## src/rtl/bpu_settings.svh

```systemverilog
`ifndef BPU_SETTINGS_SVH
`define BPU_SETTINGS_SVH

`define XLEN             32
`define HIST_LEN         16   // global history bits
`define BIMODAL_ENTRIES  512
`define TAGGED_ENTRIES   256  // per tagged table
`define TAG_WIDTH        10
`define PARTIAL_TAG_BITS 6    // upper tag bits used at lookup
`define BTB_ENTRIES      256
`define BTB_TAG_WIDTH    22
`define RAS_DEPTH        32

`endif

```

## src/rtl/return_stack.sv

```systemverilog
`timescale 1ns/100ps
`include "bpu_settings.svh"

module return_stack (
    input  logic             clk,
    input  logic             rst,
    input  logic             push_i,
    input  logic [`XLEN-1:0] push_addr_i,
    input  logic             pop_i,
    output logic             empty_o,
    output logic [`XLEN-1:0] top_o
);

    localparam int PTR_W = $clog2(`RAS_DEPTH);

    logic [`XLEN-1:0] stack_mem [`RAS_DEPTH];
    logic [PTR_W:0]   sp_q;     // next free slot, one extra bit for full
    logic [PTR_W-1:0] top_idx;
    logic             full, do_pop, replace, do_push;

    assign empty_o = (sp_q == '0);
    assign full    = (sp_q == (PTR_W+1)'(`RAS_DEPTH));
    assign top_idx = PTR_W'(sp_q - 1'b1);
    assign top_o   = stack_mem[top_idx];

    assign do_pop  = pop_i && !empty_o;
    assign replace = push_i && do_pop;       // call and return in the same cycle
    assign do_push = push_i && !do_pop && !full;

    always_ff @(posedge clk or posedge rst) begin
        if (rst)
            sp_q <= '0;
        else if (do_push)
            sp_q <= sp_q + 1'b1;
        else if (do_pop && !replace)
            sp_q <= sp_q - 1'b1;
    end

    always_ff @(posedge clk) begin
        if (replace)
            stack_mem[top_idx] <= push_addr_i;  // overwrite top, sp unchanged
        else if (do_push)
            stack_mem[sp_q[PTR_W-1:0]] <= push_addr_i;
    end

    sp_in_range: assert property (
        @(posedge clk) disable iff (rst) sp_q <= (PTR_W+1)'(`RAS_DEPTH)
    );

endmodule

```

## config.mk

```make
export PLATFORM = sky130hd
export DESIGN_NAME = return_stack
export DESIGN_NICKNAME = d
export VERILOG_FILES = /design/src/rtl/return_stack.sv
export VERILOG_INCLUDE_DIRS = /design/src /design/src/rtl
export SDC_FILE = /design/constraint.sdc
export NUM_CORES = 1
export LEC_CHECK = 0
export CAP_MARGIN = 0
export CELL_PAD_IN_SITES_DETAIL_PLACEMENT = 1
export CELL_PAD_IN_SITES_GLOBAL_PLACEMENT = 1
export CORE_MARGIN = 3
export CORE_UTILIZATION = 60
export DETAILED_ROUTE_END_ITERATION = 8
export DONT_BUFFER_PORTS = 1
export PLACE_DENSITY_LB_ADDON = 0.15
export SETUP_SLACK_MARGIN = 0.05
export SLEW_MARGIN = 10
export SYNTH_ARGS = -nofsm -noshare
export SYNTH_HDL_FRONTEND = slang
export SYNTH_SLANG_ARGS = --single-unit
```

## constraint.sdc

```tcl
create_clock -name clk -period 15.25 [get_ports clk]
set_input_delay 1.525 -clock clk [delete_from_list [all_inputs] [get_ports clk]]
set_output_delay 1.525 -clock clk [all_outputs]
set_load 0.005 [all_outputs]
```

==> results.md <==
- Status: completed
- #FFs+latches synth: 1030
- Unique masters post-synth: 54
- Routability-driven placement congestion ratio: 0.775
- PwrDens: 215 nW/um^2
- Fraction of layout cells with a size suffix above 1: 24.7%
- Slew margin rel.: 20.4%
- Final Hold Viols: 0
- CTS tree: yes
- Max FO, Critical Path: 77
- Pin count of the biggest net entering global routing: 87
- Async S/R FF share, synth: 0.583%
- Main synth FF type: edfxtp_1
- Core area: 65200 sq um
- Reg2reg start: sp_q[0]
- Post-route DRC: 0
- Multi-input gate area: 8840 sq um
- PortBufs: 0
- Startpoint types: flip-flop
- RSZ-0062 raised after global routing: no
- Avg Cell Area, Syn: 20.9 sq um
- Hold_buf cts: 0
- Final period util: 47.1%
- Count of flip-flops with a built-in enable after synthesis: 1024
- Top cells by area in the synthesized netlist: edfxtp_1 (77%), mux4_2 (14%), nor2_1 (2.3%)
- Minimum clock period: 7.18 ns
- Ys Warns: 0
- H-tree depth: 3
- Register area share after synthesis: 77.4%
- Top cell type by total area after synthesis: edfxtp_1
- CP max stage cell: dfrtp_4
- CP required: 13.73 ns
- Hold path depth: 1
- Slew of the pin with the lowest slew margin: 1.19 ns
- Final net count: 2004
- Antenna Nets Post-Route: 0
- Initial core utilization: 61.3%
- Via density: 6.97
- Syn_nets: 1950
- Post-DP HPWL: 53.0 mm
- Hold Crit Start: sp_q[5]
- Synthesized cell area: 39900 sq um
- Slew Viols, Final: 0
- Post-CTS Setup Inserts: 0
- Chip width: 264 um
- CTS root buf: clkbuf_16
- CTS clk-pin slew, worst paths: 0.06 ns
- Total negative setup slack: 0 ns
- Fillers: 5025
- Inserted Clock Buffers: 101
- Cell Rows: 93
- Io pins: 69
- Via count: 20200
- Most frequent cell after synthesis: edfxtp_1
- Critical path class: flip-flop to primary output
- Area growth, synth to finish: 11.5%
- Max-cap check violation count: 0
- Leakage: 14.0 nW
- Register area: 30900 sq um
- Crit end category: primary output
- WHS Endpoint: sp_q[5]
- Pre-Repair DR Iteration Count: 5
- Synth top area share: 77.0%
- Die height: 264 um
- Top cells by count, synth: edfxtp_1 (1024), mux4_2 (256), nor2_1 (246)
- Initial antenna violation count: 3
- Worst EP arrival: 5.65 ns
- N_diodes: 0
- Hold/Removal Path Class: flip-flop to flip-flop
- Wire per inst: 36.3 um
- Clk Latency, worst-skew pair: 0.67 ns
- Worst-path cell chain: inv_1, ha_4, buf_4, buf_4, mux4_2, nor2_1, nor2_1, o22ai_1, nor2_1
- # resized after CTS: 0
- Largest stage delay, worst path: 1.05 ns
- Total gr overflow: 0
- Max Root-Sink Buffers: 3
- R2R cell count: 8
- Sink Count: 1030
- Setup-failing EPs final: 0
- Initial drt markers: 2805
- Gate Count Post-Synth: 1911
- R2R Path End: stack_mem[24][13]
- Routed WL: 105 mm
- Global Route Usage Sum: 30.7%
- Peak supply drop: 0.000228 V
- Total power: 9.55 mW
- Vias in the first global route: 21300
- Worst Skew: 0.0179 ns
- Area of the die: 69700 sq um
- CP most frequent cell: nor2_1
- First-pass GRT wire length: 152 mm
- Flop-to-flop setup slack: 10.32 ns
- Max Clk Rate: 139 MHz
-- stage by stage --
stage	worst slack, ns	utilization (%)	area, sq um	cells	hold WS [ns]
after global routing	7.73	68.3	44500	2900	0.544
after floorplan	8.97	-	39900	1911	0.481
after CTS	8.00	68.3	44500	2900	0.534
final	8.07	68.3	44500	2900	0.539
after global placement	8.76	63.4	41300	2717	0.512
after detailed placement	8.76	63.4	41300	2717	0.520
-- critical path, delay by kind of cell (launching register included) --
kind	cells	cell delay (ns)
mux	1	0.41
simple gates	3	0.64
buf+inv	3	2.14
fa+ha+maj	1	0.50
flops	1	1.05
compound gates	1	0.10
-- metal layers --
layer / vias to the layer above / GRT usage [%] / part of all wire, %
li1: 7971 / - / -
met1: 10700 / 43.0 / 37
met5: - / 0 / 0
met3: 225 / 6.59 / 9.8
met2: 1275 / 49.1 / 50
met4: 0 / 10.2 / 3.4
-- cells by family (layout without fill, tap and decap cells) --
| kind of cell | Yosys count | count (layout) | share of synthesized area [%] |
|---|---|---|---|
| AOI/OAI and AO/OA | 94 | 94 | 1.91 |
| xor gates and xnor gates | 11 | 11 | 0.241 |
| adders and majority gates | 3 | 3 | 0.0940 |
| buffers and inverters | 114 | 248 | 1.22 |
| DFF | 1030 | 1030 | 77.4 |
| muxes | 293 | 293 | 15.4 |
| and+or+nand+nor | 366 | 366 | 3.80 |
-- report_power, final --
group          switching (mW)  internal, mW
registers               0.125          3.36
logic                    2.22          1.39
clock network            1.06          1.39
-- placed cells by master (no fill, tap or decap), drive strengths merged, types with 7 or more instances in the layout --
cell type and instances:
a21oi 7, clkbuf 125, mux4 256, nand2b 7, a32o 32, clkinv 41
edfxtp 1024, nor2 249, buf 59, nand2 70, o22ai 35, inv 10
mux2i 36, nor3 13, bufinv 9
-- sequential cells by signal, indices dropped and copies added (netlist names) --
name,flops
stack_mem,1024
sp_q,6
-- worst max path at each step --
stage,cells after the start,endpoint,from,slack (ns)
2_1_floorplan,5,stack_mem[1][0],pop_i,8.97
3_3_place_gp,8,top_o[26],sp_q[0],8.76
3_5_place_dp,8,top_o[26],sp_q[0],8.76
4_1_cts,9,top_o[26],sp_q[0],8.00
5_1_grt,9,top_o[26],sp_q[0],7.73
6_report,9,top_o[26],sp_q[0],8.07
-- cell type report --
type                       instances  share of cell area [%]
sequential                      1030                    69.4
multi-input combinational        767                    19.9
clock buffer                     125                    5.97
tap                              855                    2.40
clock inverter                    58                    1.30
timing repair buffer              59                    1.02
inverter                           6                  0.0506
No activity file was read; power rests on OpenSTA's default activity.
