$ cat src/rtl/bpu_settings.svh
`ifndef BPU_SETTINGS_SVH
`define BPU_SETTINGS_SVH

`define XLEN             32
`define HIST_LEN         16   // global history bits
`define BIMODAL_ENTRIES  512
`define TAGGED_ENTRIES   256  // per tagged table
`define TAG_WIDTH        10
`define PARTIAL_TAG_BITS 6    // upper tag bits used at lookup
`define BTB_ENTRIES      256
`define BTB_TAG_WIDTH    22
`define RAS_DEPTH        32

`endif

$ cat src/rtl/bpu_isa_pkg.sv
package bpu_isa_pkg;

    // major opcodes of control transfers
    localparam logic [6:0] BRANCH = 7'b1100011;
    localparam logic [6:0] JAL    = 7'b1101111;
    localparam logic [6:0] JALR   = 7'b1100111;

    localparam logic [4:0] REG_ZERO = 5'd0;
    localparam logic [4:0] REG_RA   = 5'd1;  // link register x1

    typedef struct packed {
        logic       imm12;
        logic [5:0] imm10_5;
        logic [4:0] rs2;
        logic [4:0] rs1;
        logic [2:0] funct3;
        logic [3:0] imm4_1;
        logic       imm11;
        logic [6:0] opcode;
    } b_fmt_t;

    typedef struct packed {
        logic       imm20;
        logic [9:0] imm10_1;
        logic       imm11;
        logic [7:0] imm19_12;
        logic [4:0] rd;
        logic [6:0] opcode;
    } j_fmt_t;

    typedef struct packed {
        logic [11:0] imm;
        logic [4:0]  rs1;
        logic [2:0]  funct3;
        logic [4:0]  rd;
        logic [6:0]  opcode;
    } i_fmt_t;

    // one fetched word, read as branch, jump or jalr
    typedef union packed {
        b_fmt_t b_fmt;
        j_fmt_t j_fmt;
        i_fmt_t i_fmt;
    } inst_u;

endpackage

$ cat src/rtl/inst_predecode.sv
`timescale 1ns/100ps
`include "bpu_settings.svh"

module inst_predecode (
    input  bpu_isa_pkg::inst_u inst_i,
    output logic               is_branch_o,
    output logic               is_jal_o,
    output logic               is_jalr_o,
    output logic               is_ret_o,
    output logic               is_ret_exec_o,
    output logic [`XLEN-1:0]   b_offset_o,
    output logic [`XLEN-1:0]   j_offset_o
);

    logic [6:0] opcode;

    assign opcode = inst_i.i_fmt.opcode;  // same position in every view

    assign is_branch_o = (opcode == bpu_isa_pkg::BRANCH);
    assign is_jal_o    = (opcode == bpu_isa_pkg::JAL);
    assign is_jalr_o   = (opcode == bpu_isa_pkg::JALR);

    // strict return: jalr x0, 0(ra)
    assign is_ret_o = is_jalr_o
                   && (inst_i.i_fmt.rd == bpu_isa_pkg::REG_ZERO)
                   && (inst_i.i_fmt.rs1 == bpu_isa_pkg::REG_RA)
                   && (inst_i.i_fmt.imm == 12'd0);

    // execute side only looks at rs1
    assign is_ret_exec_o = is_jalr_o && (inst_i.i_fmt.rs1 == bpu_isa_pkg::REG_RA);

    assign b_offset_o = {{(`XLEN-12){inst_i.b_fmt.imm12}},
                         inst_i.b_fmt.imm11,
                         inst_i.b_fmt.imm10_5,
                         inst_i.b_fmt.imm4_1,
                         1'b0};

    assign j_offset_o = {{(`XLEN-20){inst_i.j_fmt.imm20}},
                         inst_i.j_fmt.imm19_12,
                         inst_i.j_fmt.imm11,
                         inst_i.j_fmt.imm10_1,
                         1'b0};

endmodule

$ cat config.mk
export PLATFORM = sky130hd
export DESIGN_NAME = inst_predecode
export DESIGN_NICKNAME = d
export VERILOG_FILES = /design/src/rtl/bpu_isa_pkg.sv /design/src/rtl/inst_predecode.sv
export VERILOG_INCLUDE_DIRS = /design/src /design/src/rtl
export SDC_FILE = /design/constraint.sdc
export NUM_CORES = 1
export LEC_CHECK = 0
export BUFFER_PORTS_ARGS = -buffer_cell sky130_fd_sc_hd__buf_4
export CAP_MARGIN = 20
export CORE_MARGIN = 4
export CORE_UTILIZATION = 27
export DETAILED_ROUTE_END_ITERATION = 10
export PLACE_DENSITY_LB_ADDON = 0.3
export SETUP_SLACK_MARGIN = 0.4
export SLEW_MARGIN = 5
export SYNTH_ARGS = -nofsm -noshare
export SYNTH_HDL_FRONTEND = slang
export SYNTH_SLANG_ARGS = --single-unit
export TNS_END_PERCENT = 50
$ cat constraint.sdc
create_clock -name vclk -period 0.98
set_clock_uncertainty 0.15 [all_clocks]
set_input_delay 0.147 -clock vclk [all_inputs]
set_output_delay 0.147 -clock vclk [all_outputs]
set_load 0.05 [all_outputs]
==> impl_results.rst, run 1 <==
.. list-table::
   :header-rows: 1

   * - Metric
     - Value
   * - Run status
     - aborted with a tool error
   * - Halt point of the flow
     - global routing (5_1_grt)
   * - First error
     - [ERROR DPL-0033] detailed placement checks failed during check placement.
   * - Count of mapped cells out of synthesis
     - 81
   * - Minimum setup slack after placement
     - -0.504 ns
   * - Largest net degree at the start of global routing
     - 9
   * - Initial antenna violation count
     - 0
   * - Buffers added on ports
     - between 90 and 100
   * - Netlist cell types
     - 11
   * - Top-level I/O count
     - 101
   * - Parity-gate share of the synthesized area counting xor and xnor cells
     - 0%
   * - Adder and majority cell fraction of the synthesized area
     - 0%
   * - Warnings, synthesis
     - 0
   * - Post-CTS Hold Buffers
     - 0
   * - Routability congestion estimate
     - 0.627
   * - Worst-path endpoint category
     - top-level output
   * - Complex-gate fraction of the synthesized area
     - 0%
   * - Worst setup endpoint GRT
     - is_ret_o
   * - Average instance area after synthesis
     - 7.55 um^2
   * - Starting density of the core
     - 29.7%
   * - Post-DP HPWL
     - 1580 um
   * - Post-synthesis simple-gate area fraction
     - 20.9%
   * - Share of the synthesized area in the top cell type
     - 78.5%
   * - Cell Area, Synth
     - about 600 um^2
   * - Dominant combinational cell family by area after synthesis
     - buffers and inverters
   * - Vertical die dimension
     - 55.6 um
   * - Sequential cell area fraction in the yosys report
     - 0%
   * - Share of synthesized area spent on multiplexers
     - 0%
   * - Top cell type by total area after synthesis
     - buf_4
   * - Die X
     - 55.6 um
   * - Leading cell types by total area after synthesis
     - buf_4 (79%), nor4_1 (5.1%), nor4b_4 (3.9%), nand3b_4 (3.3%), and4_1 (2.9%)
   * - Placed instance area
     - between 900 and 1000 um^2
   * - Site Rows
     - 16
[metrics by stage]
step	TNS, ns	utilization, %	std cells	hold slack [ns]
after global placement	-4.04	47.2	151	0.144
after CTS	-1.72	91.3	155	0.144
after detailed placement	-4.66	47.2	151	0.144
after floorplan	-3.21	-	82	0.218
[synthesized netlist by cell type]
cell,number
buf_4,64
and2_2,1
conb_1,1
nand3b_4,1
nand2_1,2
nor4_1,5
and4_1,2
nor4b_4,1
nand2b_1,1
nor2_1,1
nor3_1,2
[cells by family after synthesis]
group,count (synthesis)
buf+inv,64
simple gates,16
other cells,1
[repair_timing]
item / CTS
buffers inserted: 1
pin swaps: 7
resized for setup: 205
endpoints found under the setup margin: 64
cloned: 3
==> run 2: changes to the inputs <==
--- a/config.mk
+++ b/config.mk
@@ -8,11 +8,10 @@
 export LEC_CHECK = 0
 export BUFFER_PORTS_ARGS = -buffer_cell sky130_fd_sc_hd__buf_4
 export CAP_MARGIN = 20
-export CORE_MARGIN = 4
-export CORE_UTILIZATION = 27
+export CORE_AREA = 4 4 65 67
 export DETAILED_ROUTE_END_ITERATION = 10
-export PLACE_DENSITY_LB_ADDON = 0.3
-export SETUP_SLACK_MARGIN = 0.4
+export DIE_AREA = 0 0 69 71
+export PLACE_DENSITY_LB_ADDON = 0.15
 export SLEW_MARGIN = 5
 export SYNTH_ARGS = -nofsm -noshare
 export SYNTH_HDL_FRONTEND = slang
==> constraint.sdc (replaced) <==
create_clock -name vclk -period 1.3
set_clock_uncertainty 0.15 [all_clocks]
set_input_delay 0.195 -clock vclk [all_inputs]
set_output_delay 0.195 -clock vclk [all_outputs]
set_load 0.05 [all_outputs]
==> run 2 against run 1 <==
Net effect: the flow now finishes, with violations (setup timing); synthesized cell count unchanged; synthesized area stayed put.
==> impl_results.rst, run 2 <==
.. list-table::
   :header-rows: 1

   * - Metric
     - Value
   * - Run status
     - finished, violations left
   * - Failing checks
     - setup timing
   * - Worst-path cell with the longest stage delay
     - nor4_4
   * - Area enclosed by the die boundary
     - ~4900 um^2
   * - Count of non-filler cells in the finished layout
     - approximately 170
   * - Starting density of the core
     - 16.8% (-13 points)
   * - Routed WL
     - ~1700 um
   * - Final number of hold-violating endpoints
     - 0
   * - GR Util met1
     - 5.69%
   * - Core box area
     - between 3000 and 4000 um^2
   * - Leading cell type in the layout, fill and taps excluded
     - buf_4
   * - Path category of the worst min-delay check
     - in -> out
   * - Per-cell routed wire length
     - 9.71 um
   * - Total of endpoints with negative setup slack in the final report
     - 3
   * - Worst setup path class
     - in -> out
   * - CP top delay family
     - simple AND/OR/NAND/NOR gates
   * - Vias in the first global route
     - 575
   * - Final Cycle Share
     - 115%
   * - Kind of launch point of the worst setup path
     - input port
   * - Remaining antenna violation count after routing
     - 0
   * - Count of mapped cells out of synthesis
     - 81 (unchanged)
   * - Netlist cell types
     - 11 (unchanged)
   * - Most numerous cell in the Yosys netlist
     - buf_4
   * - Layout overhead on the synthesized area
     - 77.7%
   * - Peak supply drop
     - 175 uV
   * - Detailed Routing Iterations Pass 1
     - 1
   * - Share of the core filled with cells in the final layout
     - 29.9%
   * - Total power density per cell area
     - just over 600 nW/um^2
   * - Number of design rule violations left after detail routing
     - 0
   * - Flip-flop and latch area
     - 0 um^2
   * - Ratio of cells with drive above 1 in the final layout
     - 93.5%
   * - Total track usage
     - 5.85%
   * - Most instantiated cells after synthesis
     - buf_4 (64), nor4_1 (5), and4_1 (2), nand2_1 (2), nor3_1 (2)
   * - P_leak
     - 0.588 nW
   * - Placed insts
     - 170 (+13%)
   * - Starting DRT DRC Count
     - 0
   * - Worst hold path stage count
     - 0
   * - Post-CTS Hold Buffers
     - 0 (unchanged)
   * - Max FO, Critical Path
     - 2
   * - Setup crit end kind
     - primary output
   * - Achievable frequency
     - 0.669 GHz
   * - Cell Area, Synth
     - 612 um^2 (unchanged)
   * - Final worst slack
     - -0.194 ns
   * - Number of buffers and inverters on the critical path
     - 2
   * - Vertical die dimension
     - 71 um (+28%)
   * - Initial antenna violation count
     - 0
   * - Final net count
     - 157
   * - Final total power
     - 0.664 mW
   * - Worst hold path endpoint
     - j_offset_o[13]
   * - Unrepaired setup endpoints after global routing
     - true
   * - Gr ovfl total
     - 0
   * - CP Data Arrival Time
     - 1.15 ns
   * - Leading cell types by total area after synthesis
     - buf_4 (79%), nor4_1 (5.1%), nor4b_4 (3.9%), nand3b_4 (3.3%), and4_1 (2.9%)
   * - Most utilized layer in the global route result
     - met2
   * - Number of vias in the routed layout
     - 600
   * - Maxcap violations
     - 0
   * - Critical Path RT
     - 0.95 ns
   * - Number of logic stages on the critical path including buffering
     - 5
   * - Global-route met2 utilization
     - 10.6%
   * - Site Rows
     - 22 (+6)
   * - CP max stage delay
     - 0.26 ns
   * - Ratio of routed vias to standard cells
     - roughly 3.5
   * - Buffers added on ports
     - 93 (unchanged)
   * - Warnings, synthesis
     - 0 (unchanged)
   * - Commonest cells after routing, fill and taps aside
     - buf_4 (96), buf_6 (6), buf_8 (3)
   * - Largest net degree at the start of global routing
     - 24
   * - Most used cell along the critical path
     - buf_8
   * - Final critical delay including setup and external delays
     - 1.49 ns
   * - Global-route wire length before repair
     - 2500 um
   * - Start point of the worst hold path
     - inst_i[13]
   * - Cells along the critical path
     - buf_8, nor4_4, and4_1, and4_4, buf_8
   * - Antenna Diode Count
     - 0
   * - Top cell type by total area after synthesis
     - buf_4
   * - Routability congestion estimate
     - 0.646 (+3.1%)
   * - Average instance area after synthesis
     - 7.55 um^2 (unchanged)
   * - Final number of max-transition violations
     - 0
   * - Die X
     - 69 um (+24%)
   * - Global routing met3 resource utilization
     - 4.26%
   * - Sequential cell area fraction in the yosys report
     - 0% (unchanged)
   * - Share of the synthesized area in the top cell type
     - 78.5% (unchanged)
   * - Count of flip-flops and latches
     - 0
   * - Top-level I/O count
     - 101 (unchanged)
   * - Layout clock buffer count
     - 0
run 2: cell counts after synthesis:
Identical to the previous run, type by type.
run 2: worst max-delay path by stage:
stage	slack, ns	from	endpoint
detailed placement	-0.34	inst_i[24]	is_ret_o
floorplan	-0.57	inst_i[4]	is_ret_o
global placement	-0.34	inst_i[24]	is_ret_o
global route	-0.25	inst_i[7]	is_ret_o
finish	-0.19	inst_i[29]	is_ret_o
CTS	-0.21	inst_i[29]	is_ret_o
run 2: kinds of logic after synthesis:
family / count (synthesis) / synth area share (%)
simple gates: 16 / 20.9
buf+inv: 64 / 78.5
other cells: 1 / 0.613
run 2: repair_timing:
item,CTS,global route
setup buffers,1,0
endpoints found under the setup margin,5,5
pin swaps,7,1
resized for setup,18,2
run 2: layout make-up:
| type | count | area, um^2 |
|---|---|---|
| multi-input combinational | 18 | 194 |
| fill | 393 | 2550 |
| timing repair buffer | 105 | 833 |
| tap | 48 | 60.1 |
run 2: stage by stage:
| stage | hold slack, ns | setup WS [ns] | cell area (um^2) | TNS [ns] |
|---|---|---|---|---|
| after floorplan | 0.314 | -0.568 | 624 | -2.09 |
| after global placement | 0.240 | -0.343 | 985 | -0.876 |
| after detailed placement | 0.240 | -0.338 | 985 | -0.972 |
| after CTS | 0.240 | -0.215 | 1080 | -0.514 |
| after global routing | 0.240 | -0.246 | 1090 | -0.680 |
| final | 0.240 | -0.194 | 1090 | -0.398 |
run 2: power breakdown:
group | total, mW | internal (mW) | leakage [nW] | switching, mW
Sequential | 0 | 0 | 0 | 0
Combinational | 0.664 | 0.212 | 0.588 | 0.452
Clock | 0 | 0 | 0 | 0
run 2: metal layers:
layer	up-vias	wire length [um]
li1	281	-
met1	244	468
met2	75	735
met3	0	456
met4	0	0
met5	-	0
Note: power is estimated with default switching activity, not from simulation.
==> run 3: changes to the inputs <==
--- a/config.mk
+++ b/config.mk
@@ -11,7 +11,8 @@
 export CORE_AREA = 4 4 65 67
 export DETAILED_ROUTE_END_ITERATION = 10
 export DIE_AREA = 0 0 69 71
-export PLACE_DENSITY_LB_ADDON = 0.15
+export GPL_ROUTABILITY_DRIVEN = 0
+export PLACE_DENSITY = 0.56
 export SLEW_MARGIN = 5
 export SYNTH_ARGS = -nofsm -noshare
 export SYNTH_HDL_FRONTEND = slang
==> run 3 against run 2 <==
Net effect: the run still ends with setup timing left; first-iteration DRC count increased by 2; non-clock buffer count is 5 higher; largest cell class unchanged; critical path depth unchanged.
==> impl_results.rst, run 3 (synthesized netlist as in run 2, its figures left out) <==
.. list-table::
   :header-rows: 1

   * - Metric
     - Value
   * - Run status
     - finished, violations left
   * - Failing checks
     - setup timing
   * - Buffers added on ports
     - 93 (unchanged)
   * - Number of vias in the routed layout
     - 603 (+0.50%)
   * - Final number of hold-violating endpoints
     - 0 (unchanged)
   * - Total power density per cell area
     - 604 nW/um^2 (-1.1%)
   * - Flip-flop and latch area
     - 0 um^2 (unchanged)
   * - Switching power as a share of total power
     - 67.5% (-0.53 points)
   * - Remaining antenna violation count after routing
     - 0 (unchanged)
   * - Proportion of power drawn by combinational gates
     - 100.0% (about the same)
   * - CP Data Arrival Time
     - 1.15 ns (about the same)
   * - Starting density of the core
     - 16.8% (unchanged)
   * - Achievable frequency
     - 0.671 GHz (+0.20%)
   * - Worst hold path stage count
     - 0 (unchanged)
   * - Critical Path RT
     - 0.95 ns (about the same)
   * - Post-CTS Hold Buffers
     - 0 (unchanged)
   * - Final critical delay including setup and external delays
     - 1.49 ns (-0.00301 ns)
   * - Count of flip-flops and latches
     - 0 (unchanged)
   * - Commonest cells after routing, fill and taps aside
     - buf_4 (101), buf_6 (7), nor4_2 (3)
   * - Total internal power
     - 0.221 mW (+4.0%)
   * - Final total power
     - 0.680 mW (+2.3%)
   * - Largest net degree at the start of global routing
     - 33 (+38%)
   * - Clock power share
     - 0% (unchanged)
   * - Switching component of the power
     - 0.459 mW (+1.5%)
   * - Total track usage
     - 6.67% (+0.82 points)
   * - Count of non-filler cells in the finished layout
     - 176 (+2.9%)
   * - Vertical die dimension
     - 71 um (unchanged)
   * - Final Cycle Share
     - 115% (-0.23 points)
   * - Site Rows
     - 22 (unchanged)
   * - Cells along the critical path
     - buf_6, nand3b_4, nor4b_4, and4_4, buf_8
   * - Setup crit end kind
     - primary output
   * - Routed WL
     - 1920 um (+16%)
   * - Leading cell type in the layout, fill and taps excluded
     - buf_4
   * - Antenna Diode Count
     - 0 (unchanged)
   * - Total of endpoints with negative setup slack in the final report
     - 4 (+1)
   * - Die X
     - 69 um (unchanged)
   * - Top-level I/O count
     - 101 (unchanged)
   * - Final net count
     - 162 (+3.2%)
   * - CP top delay family
     - simple AND/OR/NAND/NOR gates
   * - Final worst slack
     - -0.191 ns (+0.00301 ns)
   * - Number of design rule violations left after detail routing
     - 0 (unchanged)
   * - Ratio of routed vias to standard cells
     - 3.43 (-2.4%)
   * - Gr ovfl total
     - 0 (unchanged)
   * - Kind of launch point of the worst setup path
     - input port
   * - Initial antenna violation count
     - 0 (unchanged)
   * - Core box area
     - 3630 um^2 (unchanged)
   * - Worst setup path class
     - in -> out
   * - Starting DRT DRC Count
     - 2 (+2)
   * - Max FO, Critical Path
     - 3 (+1)
   * - Maxcap violations
     - 0 (unchanged)
   * - Detailed Routing Iterations Pass 1
     - 2 (+1)
   * - Start point of the worst hold path
     - inst_i[14]
   * - Number of buffers and inverters on the critical path
     - 2 (unchanged)
   * - Worst-path cell with the longest stage delay
     - nor4b_4
   * - CP max stage delay
     - 0.30 ns (+0.04 ns)
   * - Layout overhead on the synthesized area
     - 83.8%
   * - Global-route wire length before repair
     - 2840 um (+13%)
   * - Ratio of cells with drive above 1 in the final layout
     - 93.8% (+0.25 points)
   * - Area enclosed by the die boundary
     - 4900 um^2 (unchanged)
   * - Layout clock buffer count
     - 0 (unchanged)
   * - Path category of the worst min-delay check
     - in -> out
   * - Worst hold path endpoint
     - j_offset_o[14]
   * - Per-cell routed wire length
     - 10.9 um (+12%)
   * - P_leak
     - 0.610 nW (+3.7%)
   * - Unrepaired setup endpoints after global routing
     - true
   * - Vias in the first global route
     - 668 (+16%)
   * - Peak supply drop
     - 258 uV (+48%)
   * - Share of the core filled with cells in the final layout
     - 31.0% (+1.0 points)
   * - Final number of max-transition violations
     - 0 (unchanged)
   * - Placed insts
     - 175 (+2.9%)
   * - Sequential cell fraction of total power
     - 0% (unchanged)
## run 3: cell types whose count changed in the layout (fill, tap and decap cells not counted), sizes merged
cell,change
buf,+5
## run 3: how the worst max path moves through the flow
| stage | startpoint | endpoint | slack, ns | depth (start not counted) |
|---|---|---|---|---|
| 2_1_floorplan | inst_i[4] | is_ret_o | -0.57 | 3 |
| 3_5_place_dp | inst_i[7] | is_ret_o | -0.29 | 5 |
| 4_1_cts | inst_i[4] | is_ret_o | -0.20 | 5 |
| 5_1_grt | inst_i[4] | is_ret_o | -0.26 | 5 |
| 6_report | inst_i[4] | is_ret_o | -0.19 | 5 |
| 3_3_place_gp | inst_i[7] | is_ret_o | -0.31 | 5 |
## run 3: per-stage QoR
| step | hold WS (ns) | worst slack, ns | TNS, ns | cell area, um^2 |
|---|---|---|---|---|
| after floorplan | 0.314 | -0.568 | -2.09 | 624 |
| after CTS | 0.240 | -0.195 | -0.449 | 1120 |
| after detailed placement | 0.240 | -0.295 | -0.765 | 1020 |
| after global routing | 0.240 | -0.264 | -0.669 | 1120 |
| after global placement | 0.240 | -0.306 | -0.764 | 1020 |
| final | 0.240 | -0.191 | -0.433 | 1120 |
## run 3: power by group through the flow
stage,Sequential [mW],Clock (mW),Combinational [mW]
global placement,0,0,0.663
global route,0,0,0.706
finish,0,0,0.680
detailed placement,0,0,0.665
CTS,0,0,0.685
floorplan,0,0,0.547
## run 3: timing repair
action / CTS / global route
endpoints found under the setup margin: 5 / 5
endpoints found under the hold margin: 0 / 0
pin swaps: 7 / 0
setup buffers: 1 / 0
gates resized for setup: 18 / 1
## run 3: final cells by class
class	instances	area, um^2
Tap cell	48	60.1
Fill cell	398	2510
Multi-Input combinational cell	18	198
Timing Repair Buffer	110	867
## run 3: routing by layer
| metal | vias up | GRT usage [%] | share of wire (%) |
|---|---|---|---|
| li1 | 289 | - | - |
| met1 | 253 | 6.44 | 29 |
| met2 | 61 | 13.8 | 53 |
| met3 | 0 | 2.84 | 18 |
| met4 | 0 | 0 | 0 |
| met5 | - | 0 | 0 |
==> run 4: changes to the inputs <==
--- a/config.mk
+++ b/config.mk
@@ -8,9 +8,9 @@
 export LEC_CHECK = 0
 export BUFFER_PORTS_ARGS = -buffer_cell sky130_fd_sc_hd__buf_4
 export CAP_MARGIN = 20
-export CORE_AREA = 4 4 65 67
+export CORE_AREA = 2 2 63 65
 export DETAILED_ROUTE_END_ITERATION = 10
-export DIE_AREA = 0 0 69 71
+export DIE_AREA = 0 0 65 67
 export GPL_ROUTABILITY_DRIVEN = 0
 export PLACE_DENSITY = 0.56
 export SLEW_MARGIN = 5
==> run 4 against run 3 <==
Net effect: the flow still finishes with violations (setup timing); flip-flop and latch count unchanged; critical path depth unchanged; global-route usage is 0.12 points higher; power fell by 1.2%; first-iteration DRC count stayed put; via count increased by 1.7%; largest power group unchanged; highest routed layer unchanged.
==> impl_results.rst, run 4 (synthesized netlist as in run 2, its figures left out) <==
.. list-table::
   :header-rows: 1

   * - Metric
     - Value
   * - Number of buffers and inverters on the critical path
     - 2 (unchanged)
   * - Detailed Routing Iterations Pass 1
     - 2 (unchanged)
   * - Final number of max-transition violations
     - 0 (unchanged)
   * - CP max stage delay
     - 0.24 ns (-0.06 ns)
   * - Max FO, Critical Path
     - 2 (-1)
   * - Core box area
     - 3610 um^2 (-0.76%)
   * - Buffers added on ports
     - 93 (unchanged)
   * - Setup crit end kind
     - primary output
   * - Final worst slack
     - -0.200 ns (-0.00861 ns)
   * - Vertical die dimension
     - 67 um (-5.6%)
   * - Final critical delay including setup and external delays
     - 1.50 ns (+0.00861 ns)
   * - CP top delay family
     - simple AND/OR/NAND/NOR gates
   * - Site Rows
     - 22 (unchanged)
   * - Initial antenna violation count
     - 0 (unchanged)
   * - Final number of hold-violating endpoints
     - 0 (unchanged)
   * - Post-CTS Hold Buffers
     - 0 (unchanged)
   * - Worst setup path class
     - in -> out
   * - Remaining antenna violation count after routing
     - 0 (unchanged)
   * - P_leak
     - 0.595 nW (-2.6%)
   * - Total track usage
     - 6.79% (+0.12 points)
   * - Starting DRT DRC Count
     - 2 (unchanged)
   * - Worst slack on hold paths
     - 0.240 ns (+0.0000870 ns)
   * - Final net count
     - 158 (-2.5%)
   * - Count of flip-flops and latches
     - 0 (unchanged)
   * - Layout clock buffer count
     - 0 (unchanged)
   * - Failing checks
     - setup timing
   * - Leading cell type in the layout, fill and taps excluded
     - buf_4
   * - Unrepaired setup endpoints after global routing
     - true
   * - Area enclosed by the die boundary
     - 4360 um^2 (-11%)
   * - Maxcap violations
     - 0 (unchanged)
   * - Ratio of routed vias to standard cells
     - 3.56 (+4.0%)
   * - Layout overhead on the synthesized area
     - 81.0%
   * - Routed WL
     - 1760 um (-8.4%)
   * - Run status
     - finished, violations left
   * - CP Data Arrival Time
     - 1.15 ns (about the same)
   * - Commonest cells after routing, fill and taps aside
     - buf_4 (96), buf_6 (8), nor4_4 (3)
   * - Number of vias in the routed layout
     - 613 (+1.7%)
   * - Cells along the critical path
     - buf_4, nor4_2, and4_1, and4_4, buf_8
   * - Largest net degree at the start of global routing
     - 22 (-33%)
   * - Starting density of the core
     - 17.0% (+0.13 points)
   * - Ratio of cells with drive above 1 in the final layout
     - 93.5% (-0.20 points)
   * - Critical Path RT
     - 0.95 ns (about the same)
   * - Final Cell Area
     - 1110 um^2 (-1.6%)
   * - Achievable frequency
     - 0.667 GHz (-0.57%)
   * - Placed instance area
     - 992 um^2 (-2.9%)
   * - Final Cycle Share
     - 115% (+0.66 points)
   * - Antenna Diode Count
     - 0 (unchanged)
   * - Number of design rule violations left after detail routing
     - 0 (unchanged)
   * - Path category of the worst min-delay check
     - in -> out
   * - Total of endpoints with negative setup slack in the final report
     - 4 (unchanged)
   * - Total power density per cell area
     - 606 nW/um^2 (+0.35%)
   * - Gr ovfl total
     - 0 (unchanged)
   * - Die X
     - 65 um (-5.8%)
   * - Vias in the first global route
     - 546 (-18%)
   * - Worst-path cell with the longest stage delay
     - nor4_2
   * - Post-DP HPWL
     - roughly 1500 um
   * - Peak supply drop
     - 189 uV (-27%)
   * - Top-level I/O count
     - 101 (unchanged)
   * - Flip-flop and latch area
     - 0 um^2 (unchanged)
   * - Global-route wire length before repair
     - 2420 um (-15%)
   * - Kind of launch point of the worst setup path
     - input port
   * - Per-cell routed wire length
     - 10.2 um (-6.3%)
run 4: worst paths after layout:
kind	depth (start not counted)	endpoint	start	slack [ns]
max	5	is_ret_o	inst_i[7]	-0.20
min	0	j_offset_o[12]	inst_i[12]	0.24
run 4: final cells by class:
| type | instances | area (um^2) |
|---|---|---|
| Multi-Input combinational cell | 18 | 206 |
| Fill cell | 373 | 2500 |
| Timing Repair Buffer | 106 | 841 |
| Tap cell | 48 | 60.1 |
run 4: timing repair:
| item | in CTS | in global routing |
|---|---|---|
| buffers inserted | 1 | 0 |
| gates resized for setup | 20 | 1 |
| setup endpoints to repair | 5 | 5 |
| pin swaps | 6 | 2 |
run 4: per-layer routing:
layer / wire length [um] / track usage, % / vias up
li1: - / - / 281
met1: 456 / 6.41 / 262
met2: 1030 / 15.9 / 70
met3: 274 / 0.676 / 0
met4: 0 / 0 / 0
met5: 0 / 0 / -
run 4: power breakdown:
part	internal (mW)	switching, mW
sequential	0	0
clock	0	0
combinational	0.215	0.456
total	0.215	0.456
run 4: through the flow:
stage                     cells  utilization (%)  worst slack [ns]  TNS [ns]  total power, mW
final                       172             30.7            -0.200    -0.440            0.672
after global routing        172             30.7            -0.257    -0.706            0.695
after CTS                   172             30.6            -0.222    -0.511            0.674
after detailed placement    171             27.5            -0.321    -0.894            0.651
after global placement      171             27.5            -0.318    -0.769            0.645
after floorplan              82                -            -0.568     -2.09            0.547
